### config.mk
export PLATFORM = sky130hd
export DESIGN_NAME = next_pc_sel
export DESIGN_NICKNAME = d
export VERILOG_FILES = /design/src/hdl/rv_core_pkg.sv /design/src/hdl/next_pc_sel.sv
export VERILOG_INCLUDE_DIRS = /design/src /design/src/hdl
export SDC_FILE = /design/constraint.sdc
export NUM_CORES = 1
export LEC_CHECK = 0
export BUFFER_PORTS_ARGS = -buffer_cell sky130_fd_sc_hd__buf_2
export CAP_MARGIN = 20
export CELL_PAD_IN_SITES_DETAIL_PLACEMENT = 0
export CELL_PAD_IN_SITES_GLOBAL_PLACEMENT = 1
export CORE_ASPECT_RATIO = 0.8
export CORE_MARGIN = 3
export CORE_UTILIZATION = 41
export CTS_CLUSTER_DIAMETER = 150
export DETAILED_ROUTE_END_ITERATION = 7
export MAX_ROUTING_LAYER = met4
export PLACE_DENSITY_LB_ADDON = 0.1
export SYNTH_ARGS = -nofsm -noshare
export SYNTH_HDL_FRONTEND = slang
export SYNTH_SLANG_ARGS = --single-unit
### constraint.sdc
create_clock -name clk -period 5.7 [get_ports clk]
set_input_delay 0.285 -clock clk [delete_from_list [all_inputs] [get_ports clk]]
set_output_delay 0.285 -clock clk [all_outputs]
set_load 0.005 [all_outputs]
### src/hdl/fetch_cfg.svh
`ifndef FETCH_CFG_SVH
`define FETCH_CFG_SVH

// first pc after reset, also the base address of the instruction ROM
`define FETCH_RESET_PC 64'h0000_0000_8000_0000

// ROM depth in 32-bit words
`define FETCH_ROM_WORDS 256

// cycles from request accept to response valid, 1 to 8
`define FETCH_ROM_LATENCY 2

`endif

### src/hdl/rv_core_pkg.sv
`default_nettype none

package rv_core_pkg;

    // program counter
    typedef logic [63:0] pc_t;

    // one 32-bit instruction word
    typedef logic [31:0] inst_t;

    // register file or immediate value
    typedef logic [63:0] xdata_t;

    // where the next pc comes from
    typedef enum logic [2:0] {
        PC_SEQ,   // pc + 4
        PC_JUMP,  // jal or taken branch
        PC_JALR,  // rs1 + imm, bit 0 cleared
        PC_TRAP,  // trap vector
        PC_HOLD   // no change
    } pc_src_e;

endpackage

`default_nettype wire

### src/hdl/next_pc_sel.sv
`default_nettype none

`include "fetch_cfg.svh"

module next_pc_sel (
    input  wire                  clk,
    input  wire                  rst_n_i,
    input  wire                  stall_i,
    input  wire                  ex_jal_i,
    input  wire                  ex_jalr_i,
    input  wire                  ex_branch_i,
    input  wire                  trap_i,
    input  wire rv_core_pkg::pc_t    ex_pc_i,
    input  wire rv_core_pkg::xdata_t ex_imm_i,
    input  wire rv_core_pkg::xdata_t ex_rs1_i,
    input  wire rv_core_pkg::xdata_t ex_alu_res_i,
    input  wire rv_core_pkg::pc_t    mtvec_i,
    input  wire                  fetch_done_i,
    output rv_core_pkg::pc_t     pc_o,
    output logic                 redirect_o
);

    rv_core_pkg::pc_src_e src;
    rv_core_pkg::pc_t     pc_q;
    rv_core_pkg::pc_t     next_pc;
    rv_core_pkg::xdata_t  jalr_sum;

    assign jalr_sum = ex_rs1_i + ex_imm_i;

    // priority: jump/taken branch, jalr, trap, then sequential
    always_comb begin
        if (ex_jal_i || (ex_branch_i && (ex_alu_res_i == '0))) begin
            src = rv_core_pkg::PC_JUMP;
        end else if (ex_jalr_i) begin
            src = rv_core_pkg::PC_JALR;
        end else if (trap_i) begin
            src = rv_core_pkg::PC_TRAP;
        end else if (fetch_done_i && !stall_i) begin
            src = rv_core_pkg::PC_SEQ; // current pc consumed
        end else begin
            src = rv_core_pkg::PC_HOLD;
        end
    end

    always_comb begin
        case (src)
            rv_core_pkg::PC_JUMP: next_pc = ex_pc_i + ex_imm_i;
            rv_core_pkg::PC_JALR: next_pc = {jalr_sum[63:1], 1'b0};
            rv_core_pkg::PC_TRAP: next_pc = mtvec_i;
            rv_core_pkg::PC_SEQ:  next_pc = pc_q + 64'd4;
            default:              next_pc = pc_q;
        endcase
    end

    always_ff @(posedge clk or negedge rst_n_i) begin
        if (!rst_n_i) begin
            pc_q <= `FETCH_RESET_PC;
        end else begin
            pc_q <= next_pc;
        end
    end

    assign pc_o       = pc_q;
    assign redirect_o = (src == rv_core_pkg::PC_JUMP) || (src == rv_core_pkg::PC_JALR) ||
                        (src == rv_core_pkg::PC_TRAP); // same cycle as the pc change

endmodule

`default_nettype wire

Yosys cells after proc, flatten, opt, wreduce, memory -nomap -nowiden
Cells that the tools add are included.
{"block": "word_totals", "regBits": 64, "in_bits": 328, "output_inout_bits": 65, "word_cells": 21}
{"block": "op_classes", "addsub": 3, "n_eq_ne": 3, "muxes": 5, "reduce_logical": 9}
{"op": "one-hot mux 64 bit (4 select lines)", "n": 1}
{"op": "adder 64 bit", "n": 2}
{"op": "adder 64 x 3 -> 64 bit, second input constant", "n": 1}
{"op": "zero test 64 bit", "n": 1}
{"op": "2-to-1 mux 3 bit", "n": 4}
{"op": "== test 3 x 2 -> 1 bit, second input constant", "n": 2}
{"op": "nonzero test 4 bit", "n": 1}
{"op": "== test 3 x 1 -> 1 bit, second input constant", "n": 1}
{"op": "zero test 3 bit", "n": 1}
{"op": "logical OR 1 bit", "n": 3}
{"op": "logical AND 1 bit", "n": 2}
{"op": "zero test 1 bit", "n": 1}

Depth between registers and ports, before layout
{"block": "logic_depth", "ltp_word": 9, "depth_mapped": 12, "depth_no_buf": 12}

Least setup slack after synthesis
Ideal clock, no wire load.
{"block": "synth_timing", "path_kind": "input port to flip-flop", "start": "in ex_pc_i[0]", "end": "reg pc_q[58] (netlist: pc_o[58])", "setup_time_ns": 0.140, "t_arrival_ns": 2.799, "required_time_ns": 5.560, "setup_slack_ns": 2.761, "path_stages": 12, "path_buffers": 0, "path_cell_list": "ha_1 fa_1 a211oi_1 o211ai_2 a31oi_2 o31ai_2 o211ai_1 a31oi_4 a41oi_1 nor3_1 o41ai_1 o211ai_1"}
{"block": "synth_via", "elab_chain_cells": 2}
{"element": "start: declaration", "line_no": "next_pc_sel.sv:13", "source": "input wire rv_core_pkg::pc_t ex_pc_i,"}
{"element": "adder 64 bit", "line_no": "next_pc_sel.sv:47", "source": "rv_core_pkg::PC_JUMP: next_pc = ex_pc_i + ex_imm_i;"}
{"element": "one-hot mux 64 bit (4 select lines)", "line_no": "next_pc_sel.sv:46", "source": "case (src)"}
{"element": "end signal: assignment", "line_no": "next_pc_sel.sv:57", "source": "pc_q <= `FETCH_RESET_PC;"}
{"element": "end signal: assignment", "line_no": "next_pc_sel.sv:59", "source": "pc_q <= next_pc;"}
{"element": "end: declaration", "line_no": "next_pc_sel.sv:24", "source": "rv_core_pkg::pc_t pc_q;"}
No other way between the ends.
A chain may end at the register's enable or synchronous reset.

Final worst setup path
{"block": "layout_timing", "start": "in ex_imm_i[0]", "end": "reg pc_q[60] (netlist: pc_o[60])"}
{"block": "layout_via", "elab_chain_cells": 2, "elab_cells_between_ends": 3, "classes_between": "add/sub (2); mux (1)"}
{"element": "start: declaration", "line_no": "next_pc_sel.sv:14", "source": "input wire rv_core_pkg::xdata_t ex_imm_i,"}
{"element": "adder 64 bit (on tied branches)", "line_no": "next_pc_sel.sv:28, next_pc_sel.sv:47"}
{"element": "one-hot mux 64 bit (4 select lines) *", "line_no": "next_pc_sel.sv:46"}
Mark *: on every way between the ends. The rest lies on a longest branch, timed or not.

==> metrics.cfg <==
[placement]
routabilityCongestion=1.01
dp.cells=2510
dp_hpwl_um=52300
place_ws_ns=1.49
numPortBuffers=392

[critical_path]
worst_ep_arrival_time_ns=4.33
worstPathRequired_ns=5.91
endpoint=pc_o[60]
cp-start-kind=primary input
worst-r2r-cell-count=9
path_class=primary input to register
crit-reg2reg-capture=pc_o[54]
r2r-start=pc_o[12]
rrSetupSlack_ns=2.56
path_max_fanout=4
cp-end-kind=register
startpoint=ex_imm_i[0]

[cts]
cts_tree=built
htree_levels=3
cts_sinks=64
clk_pin_slew_ns=0.06
cts_made_buffers=9
clock_latency_ns=0.35
clockBufferDepth=2
cts-root-buf=clkbuf_16
cts.hold.buffers_added=0
postCtsSetupBuffers=0
ctsResizeCount=0

[power]
seq_power_share_pct=23.3
peakVddDrop_v=0.000134
internal_power_mw=1.60
netSwitchingFraction_pct=47.5
p_leak_nw=6.91
switchingPower_mw=1.45
pwr-share-comb_pct=55.8
powerDensity_mw_per_mm2=198
clkPwrFrac_pct=21.0

[synth]
syn_inst=1793
ys_types=91
synth-edff-count=0
async_flop_share_pct=100
synthesis.area_sq_mm=0.0128
ys_seq_area_share_pct=12.5
ys_seq_elements=64
synth_ff_type=dfrtp_1
synth_warnings=0
syn_nets=2249
avgSynthCellArea_sq_um=7.15

[floorplanning]
core_area_sq_mm=0.0306
initial_core_util_pct=41.9
num_rows=57
ios=393
die_height_um=164
dieArea_sq_mm=0.0334
die_w_um=204

[cells_and_area]
finalNetCount=2564
largest_reg_flops=64
synthToLayoutAreaGrowth_pct=20.0
drive_gt1_share_pct=22.1
final_cells=2530

[sta]
fin_ws_ns=1.58
max-slew-margin-rel_pct=26.0
tns_ns=0
finalClockSkew_ns=0.00711
worst_pin_slew_ns=1.11
finalHoldViolations=0
setup_violations=0
grt_setup_unrepaired=no
slew_violations=0
whs_ns=0.182
fmax_ghz=0.243
fin_crit_sh_pct=72.3
finalCriticalPeriod_ns=4.12

[status]
status=complete, no violations

[global_routing]
grt_max_degree=65
grt_pass1_wl_um=91700
grt_pass1_vias=14762
grt_use_total_pct=36.8
grt-ovfl-total=0
antenna_found_initial=4

[min_path]
holdCritPathClass=primary input to asynchronous set/reset pin

[detailed_routing]
dr_total_vias=16238
drt-initial-drc-count=1771
post-route-drc-count=0
ant_nets=0
wl_um=63700
avgRoutedWirePerCell_um=25.2
firstDrtPassIters=6
routed_via_density=6.42

[job]
drv_cap=0

==> per-layer routing <==
layer  vias up  track usage [%]  routed length, um
li1       7470                -                  -
met1      7719             49.4              27100
met2       954             57.8              28800
met3        95             6.56               6290
met4         0             9.13               1610
met5         -                -                  0
==> final cells by class <==
type	instances	area [sq um]
multi-input combinational	1580	10700
inverter	49	184
timing repair buffer	404	2070
clock inverter	6	82.6
clock buffer	10	239
tap	413	517
antenna	4	10.0
sequential	64	1600
fill	3175	15200
==> cell usage in the layout, fill, tap and decap left out, types with 20 or more instances in the layout <==
| master | count |
|---|---|
| buf_2 | 392 |
| a21oi_1 | 210 |
| nand2_1 | 168 |
| ha_1 | 126 |
| nor2_1 | 107 |
| o21ai_0 | 104 |
| xnor2_1 | 94 |
| a21o_1 | 82 |
| nand4_1 | 71 |
| nand3_1 | 65 |
| dfrtp_1 | 63 |
| xor2_1 | 55 |
| inv_1 | 49 |
| a221oi_1 | 42 |
| nor3_1 | 41 |
| o21ai_1 | 35 |
| o21bai_1 | 32 |
| and3_1 | 26 |
| a211oi_1 | 26 |
| nor4_1 | 22 |
| a31oi_1 | 22 |
| o211ai_1 | 20 |
==> worst max-delay path: stages <==
cell	delay, ns
buf_2	0.12
ha_1	0.20
fa_1	0.45
a211oi_1	0.37
o211ai_2	0.18
a31oi_2	0.42
o21bai_1	0.22
a31oi_1	0.82
o211ai_1	0.45
a21oi_2	0.38
o221ai_1	0.19
xnor2_1	0.17
a21oi_1	0.08
==> cells in the mapped netlist (6+ instances only) <==
cell	count	area, sq um
and2_1	14	87.6
a22oi_1	8	60.1
o22ai_1	10	62.6
ha_1	126	1580
o221ai_1	9	78.8
xnor2_1	94	823
o21a_1	11	82.6
a211oi_1	26	195
a21oi_1	211	1060
a31oi_1	22	138
a221o_1	6	60.1
mux2i_1	7	70.1
o21bai_1	32	240
inv_1	49	184
nor3_1	42	210
o311ai_1	7	61.3
o211ai_1	20	150
and3_1	26	163
clkbuf_1	94	353
nand4_1	71	444
a221oi_1	42	368
and4_1	11	96.3
dfrtp_1	63	1580
nand2b_1	13	81.3
o21ai_1	35	175
a21o_1	83	623
o21ai_0	104	521
nand2_1	168	631
o31ai_1	6	45.0
nor2b_1	13	81.3
nor4_1	22	138
nand3_1	65	325
nor2_1	109	409
xor2_1	55	482
==> metrics by stage <==
| step | total power [mW] | util [%] | instance area [sq um] |
|---|---|---|---|
| floorplan | 1.66 | - | 12800 |
| global placement | 2.35 | 49.1 | 15000 |
| detailed placement | 2.36 | 49.2 | 15000 |
| CTS | 2.99 | 50.2 | 15400 |
| global route | 3.19 | 50.3 | 15400 |
| finish | 3.05 | 50.3 | 15400 |
==> worst min path at each step <==
stage / endpoint / slack (ns) / cells after the start
2_1_floorplan: pc_o[0] / -0.01 / 0
3_3_place_gp: pc_o[0] / 0.52 / 2
3_5_place_dp: pc_o[0] / 0.53 / 2
4_1_cts: pc_o[5] / 0.17 / 3
5_1_grt: pc_o[6] / 0.22 / 3
6_report: pc_o[20] / 0.18 / 2
==> power groups by stage <==
| stage | Sequential, mW | Clock, mW | Combinational (mW) |
|---|---|---|---|
| 2_1_floorplan | 0.662 | 0 | 1.00 |
| 6_report | 0.709 | 0.638 | 1.70 |
| 5_1_grt | 0.718 | 0.655 | 1.82 |
| 3_3_place_gp | 0.710 | 0 | 1.64 |
| 3_5_place_dp | 0.711 | 0 | 1.64 |
| 4_1_cts | 0.704 | 0.637 | 1.65 |
==> logic make-up after synthesis <==
kind of cell,synth area share (%)
compound gates,36.4
xor+xnor,10.2
fa+ha+maj,12.6
buf+inv,4.43
flops,12.5
mux,0.634
simple gates,23.3
Power figures use the tool's default switching activity.
