===== src/hdl/fetch_cfg.svh =====
`ifndef FETCH_CFG_SVH
`define FETCH_CFG_SVH

// first pc after reset, also the base address of the instruction ROM
`define FETCH_RESET_PC 64'h0000_0000_8000_0000

// ROM depth in 32-bit words
`define FETCH_ROM_WORDS 256

// cycles from request accept to response valid, 1 to 8
`define FETCH_ROM_LATENCY 2

`endif


===== src/hdl/rv_core_pkg.sv =====
`default_nettype none

package rv_core_pkg;

    // program counter
    typedef logic [63:0] pc_t;

    // one 32-bit instruction word
    typedef logic [31:0] inst_t;

    // register file or immediate value
    typedef logic [63:0] xdata_t;

    // where the next pc comes from
    typedef enum logic [2:0] {
        PC_SEQ,   // pc + 4
        PC_JUMP,  // jal or taken branch
        PC_JALR,  // rs1 + imm, bit 0 cleared
        PC_TRAP,  // trap vector
        PC_HOLD   // no change
    } pc_src_e;

endpackage

`default_nettype wire


===== src/hdl/fetch_bus_pkg.sv =====
`default_nettype none

package fetch_bus_pkg;

    // read address on the instruction bus
    typedef logic [63:0] bus_addr_t;

    // byte mask of a transfer, one bit per byte lane
    typedef logic [7:0] bus_size_t;

    // response data, instruction in the low half
    typedef logic [63:0] bus_data_t;

    // fetch read sequencing
    typedef enum logic [1:0] {
        RD_IDLE,  // latch pc for the next request
        RD_REQ,   // request valid, waiting for ready
        RD_WAIT,  // accepted, waiting for response
        RD_ACK    // response ready for one cycle
    } rd_state_e;

endpackage

`default_nettype wire


===== src/hdl/inst_fetch.sv =====
`default_nettype none

module inst_fetch (
    input  wire                        clk,
    input  wire                        rst_n_i,
    input  wire rv_core_pkg::pc_t      pc_i,
    input  wire                        redirect_i,
    input  wire                        stall_i,
    input  wire                        req_ready_i,
    input  wire                        rsp_valid_i,
    input  wire fetch_bus_pkg::bus_data_t rsp_data_i,
    output logic                       req_valid_o,
    output fetch_bus_pkg::bus_addr_t   req_addr_o,
    output fetch_bus_pkg::bus_size_t   req_size_o,
    output logic                       rsp_ready_o,
    output logic                       fetch_done_o,
    output rv_core_pkg::inst_t         inst_o,
    output rv_core_pkg::pc_t           inst_pc_o,
    output logic                       inst_valid_o
);

    fetch_bus_pkg::rd_state_e state_q;
    fetch_bus_pkg::bus_addr_t addr_q;   // address of the read in flight
    logic                     stale_q;  // redirect seen since the request was latched
    logic                     rsp_take; // response handshake this cycle
    logic                     keep;     // accepted response belongs to current pc

    // 4-byte instruction read
    assign req_size_o = 8'h0f;

    assign req_valid_o = (state_q == fetch_bus_pkg::RD_REQ);
    assign req_addr_o  = addr_q;
    assign rsp_ready_o = (state_q == fetch_bus_pkg::RD_ACK); // exactly one cycle

    assign rsp_take = rsp_ready_o && rsp_valid_i;

    // a response only counts if nothing moved the pc since the request
    assign keep = rsp_take && (addr_q == pc_i) && !stale_q && !redirect_i;

    // next_pc_sel gates the sequential step with stall itself
    assign fetch_done_o = keep;

    always_ff @(posedge clk or negedge rst_n_i) begin
        if (!rst_n_i) begin
            state_q <= fetch_bus_pkg::RD_IDLE;
            stale_q <= 1'b0;
        end else begin
            case (state_q)
                fetch_bus_pkg::RD_IDLE: begin
                    stale_q <= redirect_i; // pc changes on this edge
                    state_q <= fetch_bus_pkg::RD_REQ;
                end
                fetch_bus_pkg::RD_REQ: begin
                    stale_q <= stale_q || redirect_i;
                    if (req_ready_i) begin
                        state_q <= fetch_bus_pkg::RD_WAIT;
                    end
                end
                fetch_bus_pkg::RD_WAIT: begin
                    stale_q <= stale_q || redirect_i;
                    if (rsp_valid_i) begin
                        state_q <= fetch_bus_pkg::RD_ACK;
                    end
                end
                fetch_bus_pkg::RD_ACK: begin
                    // kept or dropped, the next read starts from the current pc
                    if (rsp_valid_i) begin
                        state_q <= fetch_bus_pkg::RD_IDLE;
                    end
                end
                default: begin
                    state_q <= fetch_bus_pkg::RD_IDLE;
                end
            endcase
        end
    end

    // request address held stable from IDLE until the response is taken
    always_ff @(posedge clk) begin
        if (state_q == fetch_bus_pkg::RD_IDLE) begin
            addr_q <= pc_i;
        end
    end

    always_ff @(posedge clk or negedge rst_n_i) begin
        if (!rst_n_i) begin
            inst_valid_o <= 1'b0;
        end else begin
            inst_valid_o <= keep && !stall_i; // stalled response is refetched
        end
    end

    always_ff @(posedge clk) begin
        if (keep) begin
            inst_o    <= rsp_data_i[31:0];
            inst_pc_o <= pc_i;
        end
    end

endmodule

`default_nettype wire


===== config.mk =====
export PLATFORM = sky130hd
export DESIGN_NAME = inst_fetch
export DESIGN_NICKNAME = d
export VERILOG_FILES = /design/src/hdl/fetch_cfg.svh /design/src/hdl/rv_core_pkg.sv /design/src/hdl/fetch_bus_pkg.sv /design/src/hdl/inst_fetch.sv
export SDC_FILE = /design/constraint.sdc
export NUM_CORES = 1
export LEC_CHECK = 0
export ABC_AREA = 1
export BUFFER_PORTS_ARGS = -buffer_cell sky130_fd_sc_hd__buf_2
export CORE_MARGIN = 2
export CORE_UTILIZATION = 30
export CTS_BUF_LIST = sky130_fd_sc_hd__clkbuf_2
export DETAILED_ROUTE_END_ITERATION = 10
export PLACE_DENSITY = 0.65
export RECOVER_POWER = 25
export SYNTH_ARGS = -nofsm -noshare
export SYNTH_HDL_FRONTEND = slang
export SYNTH_SLANG_ARGS = --single-unit
export TNS_END_PERCENT = 100

===== constraint.sdc =====
create_clock -name clk -period 6.6 [get_ports clk]
set_input_delay 0.66 -clock clk [delete_from_list [all_inputs] [get_ports clk]]
set_output_delay 0.66 -clock clk [all_outputs]
set_load 0.03 [all_outputs]

# Word-level counts from Yosys, hierarchy flattened
# Cells that the tools add are included.
# W data, S select, Z words.
[word_totals]
register_bits = 164
input_bits = 134
[classes]
mux = 5
n_reduce_logical = 13
eq_ne = 7
[op_table]
columns = ["cell", "count"]
rows = [
  ["$eq A64 B64 Y1", 1],
  ["$pmux W2 S4", 1],
  ["$mux W2", 3],
  ["$ne A2 B2 Y1 const B", 3],
  ["$logic_and A1 B1 Y1", 5],
  ["$eq A2 B2 Y1 const B", 2],
  ["$logic_not A1 Y1", 3],
  ["$reduce_and A3 Y1", 1],
  ["$eq A2 B1 Y1 const B", 1],
  ["$logic_not A2 Y1", 1],
  ["$pmux W1 S2", 1],
  ["$reduce_bool A2 Y1", 1],
  ["$reduce_or A2 Y1", 1],
  ["$logic_or A1 B1 Y1", 1],
]

# Longest topological paths before layout
# Gate-level depths: netlist of the first run.
[logic_depth]
word_depth = 6
mapped_depth = 10
depth_no_buf = 10

# Worst setup path after synthesis of the first run
# OpenSTA, ideal clock, no wires.
[synth_timing]
kind = "register -> output"
startpoint = "register state_q[0]"
endpoint = "output port fetch_done_o"
setup_slack_ns = 2.595
t_arrival_ns = 3.345
stages_incl_launch_ff = 10
required_ns = 5.940
n_path_buf = 0
path_cell_list = "dfrtp_1 > ha_1 > nand3_1 > nor2_1 > nand2_1 > nor2_1 > nand2_1 > nor2_1 > nand3_1 > inv_1"
[synth_via]
elab_chain_len = 5
[synth_lines]
columns = ["item", "line", "text"]
rows = [
  ["start: declaration", "inst_fetch.sv:22", "fetch_bus_pkg::rd_state_e state_q;"],
  ["start signal: assignment", "inst_fetch.sv:45", "state_q <= fetch_bus_pkg::RD_IDLE;"],
  ["start signal: assignment", "inst_fetch.sv:51", "state_q <= fetch_bus_pkg::RD_REQ;"],
  ["start signal: assignment", "inst_fetch.sv:56", "state_q <= fetch_bus_pkg::RD_WAIT;"],
  ["$eq A2 B2 Y1", "inst_fetch.sv:33", "assign rsp_ready_o = (state_q == fetch_bus_pkg::RD_ACK);"],
  ["via rsp_ready_o", "inst_fetch.sv:15", "output logic rsp_ready_o,"],
  ["$logic_and A1 B1 Y1", "inst_fetch.sv:35", "assign rsp_take = rsp_ready_o && rsp_valid_i;"],
  ["$logic_and A1 B1 Y1 (3 in series)", "inst_fetch.sv:38", "assign keep = rsp_take && (addr_q == pc_i) && !stale_q && !redirect_i;"],
  ["end: declaration", "inst_fetch.sv:16", "output logic fetch_done_o,"],
]
# The timed path passes the listed nets, and every way through them passes these cells.

# Worst setup path after layout of the first run
[layout_timing]
startpoint = "register state_q[0]"
endpoint = "output port fetch_done_o"
[layout_via]
elab_chain_len = 5
[layout_lines]
columns = ["item", "line"]
rows = [
  ["$eq A2 B2 Y1", "inst_fetch.sv:33"],
  ["$logic_and A1 B1 Y1", "inst_fetch.sv:35"],
  ["$logic_and A1 B1 Y1 (3 in series)", "inst_fetch.sv:38"],
]
# No other way between the ends.

==> metrics.yaml, run 1 <==
min_period_over_period_pct: 53.3
synth_enable_flop_cells: 160
switchingPower_mw: 0.902
combinationalPowerShare_pct: 25.7
synth_adder_area_share_pct: 1.20
setup_slack_ns: 3.08
synth_top_cell_area_share_pct: 76.5
switching_share_pct: 34.6
endpoint_kind: "output pin"
worstSetupStartpointType: "flop"
clkSinkCount: 164
syn_to_final_growth_pct: 33.0
die_area_um2: 22100
worstPathMaxFanout: 40
crit_type: "flop to output pin"
synth_most_common_cell: "edfxtp_1"
dr.pass1.iters: 4
cts_htree_levels: 4
multi_input_area_um2: 1060
synth_compound_area_share_pct: 0.418
place_area_um2: 7930
cts_tree: "built"
post_cts_resized: 0
drt-initial-drc-count: 184
p_seq_share_pct: 52.9
grt_util_all_layers_pct: 12.9
vias_per_cell: 4.02
whs_ns: 0.145
p_clk_share_pct: 21.4
syn_area_um2: 6280
initial_core_util_pct: 30.8
die_h_um: 149
cts.path.max_buffers: 2
arrival_ns: 2.86
synth_top_cell_by_area: "edfxtp_1"
fmaxAchievable_ghz: 0.284
powerDensity_nw_per_um2: 312
finalSetupTns_ns: 0
root_buffer: "clkbuf_2"
worst_pin_slew_ns: 0.922
avgSynthCellArea_um2: 13.2
synth_area_leaders: "edfxtp_1, nand2_1, inv_1, nor2_1, xor2_1"
clock_skew_ns: 0.0471
yosys_warnings: 0
design.core.area_um2: 20400
p_leak_nw: 3.65
finalPower_mw: 2.61
final_area_um2: 8350
grt_pass1_wl_um: 21400
wl_per_cell_um: 13.7
clkTransAtPathRegs_ns: 0.22
vias: 4285
yosys_register_bits: 164
drv_cap: 0
final-seq-area_um2: 4900
min_path_type: "input port to flop"
worstPathRequired_ns: 5.94
synthSimpleGateAreaFrac_pct: 11.5
async_reset_ff_share_pct: 2.44
status: "finished, final reports clean"
slew_viol_final: 0
internal-power_mw: 1.71
setup_viol: 0
pre_cts_slack_ns: 3.17
drc: 0
overflow: 0
synth-seq-area-share_pct: 78.1
grt_pass1_vias: 4001
place_hpwl_um: 10700
final_nets: 922
insertion_delay_ns: 0.69
synth_top_family_by_area: "simple AND/OR/NAND/NOR gates"
antenna_found_initial: 2
muxShareOfSynthArea_pct: 0
rsz0062_at_grt: "no"
synthTopCellsByCount: "edfxtp_1, nand2_1, inv_1"
synth.distinct_cells: 15
hold_viol_final: 0
rows: 52
boundaryPins: 306
min_period_ns: 3.52
wl_um: 14600
drive_above_1_share_pct: 29.7
gp_congestion: 0.773
die_w_um: 149
cts_made_buffers: 17
fillCellCount: 1966
ant_nets: 0
max-vdd-ir-drop_mv: 0.156
synthFlopType: "edfxtp_1"
synthCells: 474
max_slew_margin_pct: 38.5
synthXorXnorAreaFrac_pct: 3.21
post_cts.repair.setup_buffers: 0
io_buffers: 265
grt_max_degree: 65
==> metal layers <==
| layer | part of all wire (%) | vias to the layer above | global-route usage (%) |
|---|---|---|---|
| met4 | 1.5 | 0 | 4.81 |
| met2 | 52 | 163 | 22.7 |
| met3 | 7.8 | 14 | 4.82 |
| met1 | 39 | 1971 | 14.1 |
| met5 | 0 | - | 0 |
| li1 | - | 2137 | - |
==> through the flow <==
step           util (%)  cells
2_1_floorplan         -    480
3_3_place_gp       38.9   1008
5_1_grt            41.0   1065
6_report           41.0   1065
4_1_cts            40.6   1049
3_5_place_dp       38.9   1008
==> critical path, cell delays in order, from the launching register on <==
cell and delay (ns):
dfrtp_1 0.45, ha_1 0.21, nand3_1 0.11, nor2_1 0.10
nand2_1 0.06, nor2_1 0.12, nand2_1 0.08, nor2_1 0.13
nand3_1 0.18, inv_4 0.43, buf_2 0.30
==> final cells by class <==
type                    instances  share of cell area [%]
well taps                     270                    4.05
multi-input cells             232                    12.8
clock inverters                14                    1.90
inverters                      76                    3.45
repair buffers                291                    18.1
diodes                          1                  0.0300
flip-flops and latches        164                    58.7
clock buffers                  17                    1.02
==> sequential cells by signal, indices dropped and copies added (netlist names) <==
signal,cells
req_addr_o,64
inst_o,32
inst_pc_o,64
stale_q,1
inst_valid_o,1
state_q,2
==> kinds of logic (layout without fill, tap and decap cells) <==
group                      after synthesis  after routing
adders and majority gates                6              6
buffers and inverters                   84            398
xor gates and xnor gates                23             23
DFF                                    164            164
and+or+nand+nor                        190            190
AOI/OAI and AO/OA                        5              5
other                                    2              9
==> final timing paths <==
path,start,to,slack [ns],cells past startpoint
setup / recovery,state_q[0],fetch_done_o,3.08,10
hold / removal,rsp_data_i[15],inst_o[15],0.15,1
setup reg to reg,state_q[0],inst_pc_o[52],3.61,10
hold reg to reg,stale_q,stale_q,0.56,2
max in group asynchronous,rst_n_i,state_q[1],6.20,2
min in group asynchronous,rst_n_i,stale_q,0.26,2
==> cells in the final DEF, fill, tap and decap left out, types with 2 or more instances in the layout <==
master	n
buf_2	205
edfxtp_1	160
nand2_1	121
inv_1	75
nor2_1	64
clkbuf_1	60
dlygate4sd3_1	25
clkbuf_2	17
xor2_1	12
xnor2_1	11
conb_1	8
ha_1	5
nand3_1	4
dfrtp_1	4
clkinv_2	3
inv_6	3
clkinv_1	3
bufinv_16	3
a21oi_1	2
o21ai_0	2
==> power groups by stage <==
stage	combinational [mW]	clock, mW	sequential (mW)
2_1_floorplan	0.244	0	1.61
3_3_place_gp	0.669	0	1.40
3_5_place_dp	0.676	0	1.40
4_1_cts	0.681	0.592	1.38
5_1_grt	0.738	0.626	1.40
6_report	0.669	0.559	1.38
==> what timing repair did <==
item                       CTS  global route
setup endpoints to repair    0             0
hold buffers                10            15
hold endpoints to repair    13            15
Power figures use the tool's default switching activity.
==> inputs of run 2 (changes only) <==
Settings changed: PLACE_DENSITY 0.65 to 0.67.
Clock period 6.6 ns to 2.8 ns, I/O delays scaled along.
==> run 2 against run 1 <==
Compared with the run above: via count grew 8.6%; first-iteration DRC count grew 8.7%; combinational power grew to 2.6 times the previous value; largest power group unchanged; cell area grew 11%; setup slack lost 2.8 ns; flip-flop and latch count is the same; sequential power grew 140%; utilization grew 4.5 points.
==> metrics.yaml, run 2 (synthesis gave the netlist of run 1 again) <==
drv_cap: 0  # unchanged
ant_nets: 0  # unchanged
powerDensity_nw_per_um2: 690  # +120%
min_period_over_period_pct: 91.2
place_hpwl_um: 11000  # +3.5%
min_path_type: "input port to flop"
gp_congestion: 0.724  # -6.4%
switchingPower_mw: 2.24  # +150%
final_nets: 1006  # +9.1%
syn_to_final_growth_pct: 47.6
rsz0062_at_grt: "yes"
postLayoutCoreUtil_pct: 45.5  # +4.5 points
clkSinkCount: 164  # unchanged
cts_htree_levels: 4  # unchanged
multi_input_area_um2: 1100  # +3.3%
insertion_delay_ns: 0.71  # +0.02 ns
worstPathRequired_ns: 2.52  # -3.42 ns
root_buffer: "clkbuf_2"
antenna_cells: 0  # -1
fmaxAchievable_ghz: 0.392
antenna_found_initial: 0  # -2
place_area_um2: 8000  # +0.87%
path_delay_family: "simple AND/OR/NAND/NOR gates"
drt-initial-drc-count: 200  # +8.7%
design.core.area_um2: 20400  # unchanged
vias: 4653  # +8.6%
grt_util_all_layers_pct: 14.2  # +1.4 points
worstPathMaxFanout: 2  # -95%
whs_ns: 0.268  # +0.123 ns
endpoint_kind: "output pin"
arrival_ns: 2.27  # -0.59 ns
grt_max_degree: 52  # -20%
io_buffers: 265  # unchanged
clkTransAtPathRegs_ns: 0.26  # +0.04 ns
die_h_um: 149  # unchanged
die_w_um: 149  # unchanged
dr.pass1.iters: 4  # unchanged
status: "finished, final reports clean"
fillCellCount: 1860  # -5.4%
slew_viol_final: 0  # unchanged
grt_pass1_wl_um: 23800  # +11%
clock_skew_ns: 0.0472  # +0.0000993 ns
drive_above_1_share_pct: 29.6  # -0.14 points
final_area_um2: 9270  # +11%
hold_viol_final: 0  # unchanged
final_common_cell: "buf_2"
vias_per_cell: 4.05  # +0.65%
rows: 52  # unchanged
drc: 0  # unchanged
cts.path.max_buffers: 2  # unchanged
finalSetupTns_ns: 0  # unchanged
worstSetupStartpointType: "flop"
p_leak_nw: 4.03  # +10%
slowest_delay_ns: 0.47  # +0.02 ns
min_period_ns: 2.55
p_clk_share_pct: 21.7  # +0.3 points
grt_pass1_vias: 4569  # +14%
crit_type: "flop to output pin"
cts_made_buffers: 17  # unchanged
internal-power_mw: 4.16  # +140%
wl_per_cell_um: 13.9  # +1.2%
boundaryPins: 306  # unchanged
combinationalPowerShare_pct: 27.5  # +1.8 points
final-seq-area_um2: 4910  # about the same
critical_path.slowest_cell: "edfxtp_1"
cts_tree: "built"
overflow: 0  # unchanged
max-vdd-ir-drop_mv: 0.352  # +130%
initial_core_util_pct: 30.8  # unchanged
die_area_um2: 22100  # unchanged
switching_share_pct: 35.0  # +0.42 points
setup_viol: 0  # unchanged
p_seq_share_pct: 50.8  # -2.1 points
reg2reg_slack_ns: 0.48  # -3.13 ns
mostFrequentLayoutCells: "buf_2, edfxtp_1, nand2_1, dlygate4sd3_1, inv_1"
wl_um: 16000  # +9.1%
crit_chain: "xor2_1 -> nor2_1 -> nand2_1 -> nor2_2 -> nand2_1 -> nor2_1 -> nand3_2 -> clkinvlp_4 -> buf_6"
worst-path-buf-inv: 2  # unchanged
run 2: cell count changes in the layout (fill, tap and decap cells not counted), sizes merged:
cell         delta
clkinv          -3
clkinvlp        +3
dlygate4sd3    +78
diode           -1
clkbuf          -6
buf            +13
run 2: power by group through the flow:
| stage | registers (mW) | logic (mW) | clock network [mW] |
|---|---|---|---|
| finish | 3.25 | 1.76 | 1.39 |
| global route | 3.30 | 1.92 | 1.56 |
| CTS | 3.25 | 1.78 | 1.46 |
| detailed placement | 3.30 | 1.65 | 0 |
| global placement | 3.29 | 1.63 | 0 |
| floorplan | 3.79 | 0.585 | 0 |
run 2: final timing paths:
| path | start | to | cells after the start |
|---|---|---|---|
| setup / recovery | req_addr_o[19] | fetch_done_o | 9 |
| hold / removal | rsp_data_i[16] | inst_o[16] | 2 |
| setup reg to reg | req_addr_o[19] | inst_pc_o[34] | 10 |
| hold reg to reg | stale_q | stale_q | 2 |
| max in group asynchronous | rst_n_i | state_q[0] | 3 |
| min in group asynchronous | rst_n_i | inst_valid_o | 3 |
run 2: per-stage QoR:
stage	total power [mW]	setup slack [ns]	cells
after floorplan	4.38	-0.210	480
after global placement	4.92	0.440	1012
after detailed placement	4.95	0.409	1012
after CTS	6.49	0.0109	1147
after global routing	6.77	-0.0593	1149
final	6.40	0.248	1149
run 2: timing repair:
item | 4_1_cts | 5_1_grt
pin swaps | 2 | 8
resized for setup | 4 | 6
buffers inserted | 1 | 2
hold buffers | 103 | 0
hold endpoints to repair | 168 | 0
endpoints found under the setup margin | 1 | 1
run 2: layout make-up:
type	count	area share, %
sequential	164	52.9
timing repair buffer	375	25.6
multi-input combinational	232	11.9
tap	270	3.64
inverter	76	3.12
clock inverter	14	1.88
clock buffer	18	0.972
run 2: metal layers:
metal	up-vias	wire (um)	GRT usage [%]
met3	24	1380	5.58
met5	-	0	0
li1	2305	-	-
met1	2131	6390	15.7
met2	193	7870	24.4
met4	0	331	6.19
==> inputs of run 3 (changes only) <==
Settings changed: ABC_AREA 1 to unset, PLACE_DENSITY 0.67 to 0.68.
==> run 3 against run 2 <==
Compared with the run above: the run now ends with negative setup slack left; utilization increased by 1.7 points; register-to-register slack worse by 0.30 ns; cell area down 3.8%; power is 1.5% lower; synthesized cell count down 41%; die area down 7.0%; non-clock buffer count is 8 higher; maximum frequency fell by 13%; worst hold slack better by 0.0098 ns; combinational power increased by 3%; setup slack lost 0.37 ns; sequential power increased by 2%; highest routed layer unchanged.
==> metrics.yaml, run 3 <==
max-vdd-ir-drop_mv: 0.334  # -5.1%
io_buffers: 265  # unchanged
hold_depth: 2  # unchanged
worstPathRequired_ns: 2.52  # about the same
drive_above_1_share_pct: 41.6  # +12 points
synth_most_common_cell: "edfxtp_1"
syn_to_final_growth_pct: 53.0
clock_skew_ns: 0.0389  # -0.00837 ns
arrival_ns: 2.64  # +0.37 ns
wl_per_cell_um: 17.1  # +23%
worst-path-buf-inv: 3  # +1
gp_congestion: 0.751  # +3.8%
grt_util_all_layers_pct: 15.5  # +1.3 points
final_common_cell: "buf_2"
synthFlopType: "edfxtp_1"
internal-power_mw: 4.06  # -2.3%
grt_use_met2_pct: 28.1  # +3.7 points
dr.pass1.iters: 4  # unchanged
finalPower_mw: 6.30  # -1.5%
antenna_cells: 0  # unchanged
worstRegToRegCells: 8  # -2
worstPathMaxFanout: 2  # unchanged
cts_made_buffers: 17  # unchanged
yosys_register_bits: 164  # unchanged
vias: 4023  # -14%
setup_slack_ns: -0.118  # -0.366 ns
ant_nets: 0  # unchanged
hold_viol_final: 0  # unchanged
antenna_found_initial: 0  # unchanged
p_clk_share_pct: 18.8  # -2.9 points
synth_top_cell_area_share_pct: 82.4  # +5.9 points
grt_pass1_vias: 4414  # -3.4%
pre_cts_slack_ns: -0.0279  # -0.437 ns
place_hpwl_um: 10500  # -4.7%
drc: 0  # unchanged
p_leak_nw: 3.46  # -14%
clkSinkCount: 164  # unchanged
rsz0062_at_grt: "yes"
design.core.area_um2: 18900  # -7.2%
boundaryPins: 306  # unchanged
crit_chain: "xor2_1 -> nor4_2 -> buf_4 -> nand4_1 -> nor3_4 -> buf_12 -> buf_8"
min_path_type: "input port to flop"
final-seq-area_um2: 4900  # about the same
synth_enable_flop_cells: 160  # unchanged
cts_htree_levels: 4  # unchanged
met1_usage_pct: 16.6  # +0.86 points
rows: 50  # -3.8%
use_met3_pct: 5.46  # -0.12 points
wl_um: 16300  # +2.2%
combinationalPowerShare_pct: 28.7  # +1.2 points
synth_area_leaders: "edfxtp_1, xnor2_1, xor2_1, dfrtp_1, ha_1"
insertion_delay_ns: 0.69  # -0.02 ns
worstSetupStartpointType: "flop"
switchingPower_mw: 2.24  # about the same
async_reset_ff_share_pct: 2.44  # unchanged
die_w_um: 143  # -3.6%
die_h_um: 143  # -3.6%
drt-initial-drc-count: 118  # -41%
mostFrequentLayoutCells: "buf_2, edfxtp_1, dlygate4sd3_1, xnor2_1, clkbuf_1"
syn_area_um2: 5830  # -7.2%
synth_top_cell_by_area: "edfxtp_1"
status: "complete, but fails checks"
yosys_warnings: 0  # unchanged
grt_max_degree: 62  # +19%
fillCellCount: 1678  # -9.8%
powerDensity_nw_per_um2: 706  # +2.4%
final_nets: 821  # -18%
vias_per_cell: 4.22  # +4.1%
min_period_ns: 2.92  # +0.366 ns
drv_cap: 0  # unchanged
fmaxAchievable_ghz: 0.343  # -13%
worst-path-stages: 7  # -2
root_buffer: "clkbuf_2"
synthCells: 281  # -41%
die_area_um2: 20600  # -7.0%
synth.distinct_cells: 19  # +4
crit_type: "flop to output pin"
multi_input_area_um2: 960  # -13%
clkTransAtPathRegs_ns: 0.25  # about the same
cts_tree: "built"
failed_checks: "negative setup slack"
critical_path.slowest_cell: "edfxtp_1"
p_seq_share_pct: 52.5  # +1.7 points
grt_pass1_wl_um: 23900  # +0.50%
overflow: 0  # unchanged
slowest_delay_ns: 0.46  # about the same
initial_core_util_pct: 30.9  # about the same
grt-busiest-layer: "met2"
slew_viol_final: 0  # unchanged
synthTopCellsByCount: "edfxtp_1, xnor2_1, xor2_1"
min_period_over_period_pct: 104  # +13 points
cts.path.max_buffers: 2  # unchanged
endpoint_kind: "output pin"
switching_share_pct: 35.6  # +0.55 points
avgSynthCellArea_um2: 20.7  # +57%
path_delay_family: "simple AND/OR/NAND/NOR gates"
synth-seq-area-share_pct: 84.1  # +6.0 points
setup_viol: 1  # +1
-- run 3: logic make-up (layout without fill, tap and decap cells) --
logic type	count (synthesis)	count (layout)	synth area share (%)
other	2	8	0.129
buffers and inverters	12	419	1.29
multiplexers	1	1	0.193
adder cells (fa/ha/maj)	6	6	1.29
AO/OA/AOI/OAI	4	4	0.365
flip-flops	164	164	84.1
XOR/XNOR	64	64	9.62
AND/OR/NAND/NOR	28	28	2.98
-- run 3: layout make-up --
class / count / area share (%)
multi-input combinational: 111 / 10.8
sequential: 164 / 55.0
timing repair buffer: 383 / 28.0
clock buffer: 18 / 1.01
clock inverter: 14 / 1.40
tap: 260 / 3.65
inverter: 4 / 0.168
-- run 3: final timing paths --
kind                                start             to  slack (ns)
setup reg to reg           req_addr_o[41]  inst_pc_o[37]        0.18
max in group asynchronous         rst_n_i     state_q[0]        2.13
setup / recovery           req_addr_o[41]   fetch_done_o       -0.12
hold / removal              rsp_data_i[0]      inst_o[0]        0.28
min in group asynchronous         rst_n_i     state_q[1]        0.46
hold reg to reg                   stale_q        stale_q        0.54
-- run 3: power by group through the flow --
| stage | clock network, mW | registers (mW) | logic [mW] |
|---|---|---|---|
| after global placement | 0 | 3.34 | 1.63 |
| after CTS | 1.25 | 3.30 | 1.80 |
| after global routing | 1.34 | 3.35 | 1.94 |
| after detailed placement | 0 | 3.36 | 1.66 |
| after floorplan | 0 | 3.87 | 0.530 |
| final | 1.19 | 3.31 | 1.81 |
-- run 3: what timing repair did --
action | CTS | global route
hold buffers | 103 | 0
endpoints found under the hold margin | 168 | 0
resized for setup | 7 | 5
buffers inserted | 4 | 3
gates cloned | 1 | 0
pin swaps | 4 | 4
setup endpoints to repair | 4 | 47
-- run 3: layer usage --
layer / wire length (um) / up-vias
li1: - / 1858
met2: 8440 / 196
met5: 0 / -
met4: 324 / 0
met3: 1320 / 16
met1: 6230 / 1953
-- run 3: worst register-to-register path, stage by stage, from the launching register on --
cell and delay [ns]:
edfxtp_1 0.46, xor2_1 0.17, nor4_2 0.41, buf_4 0.18, nand4_1 0.21, nor3_4 0.25, buf_4 0.17, buf_4 0.11
buf_12 0.27
-- run 3: stage by stage --
stage	area [um2]	std cells	util (%)	hold slack (ns)	setup TNS, ns
6_report	8920	954	47.2	0.278	-0.118
5_1_grt	8920	954	47.2	0.154	-0.350
4_1_cts	8900	951	47.1	0.174	-0.301
3_5_place_dp	7560	811	40.0	0.0947	-0.0943
3_3_place_gp	7560	811	40.0	0.0891	0
2_1_floorplan	5860	287	-	-0.0156	-140.56
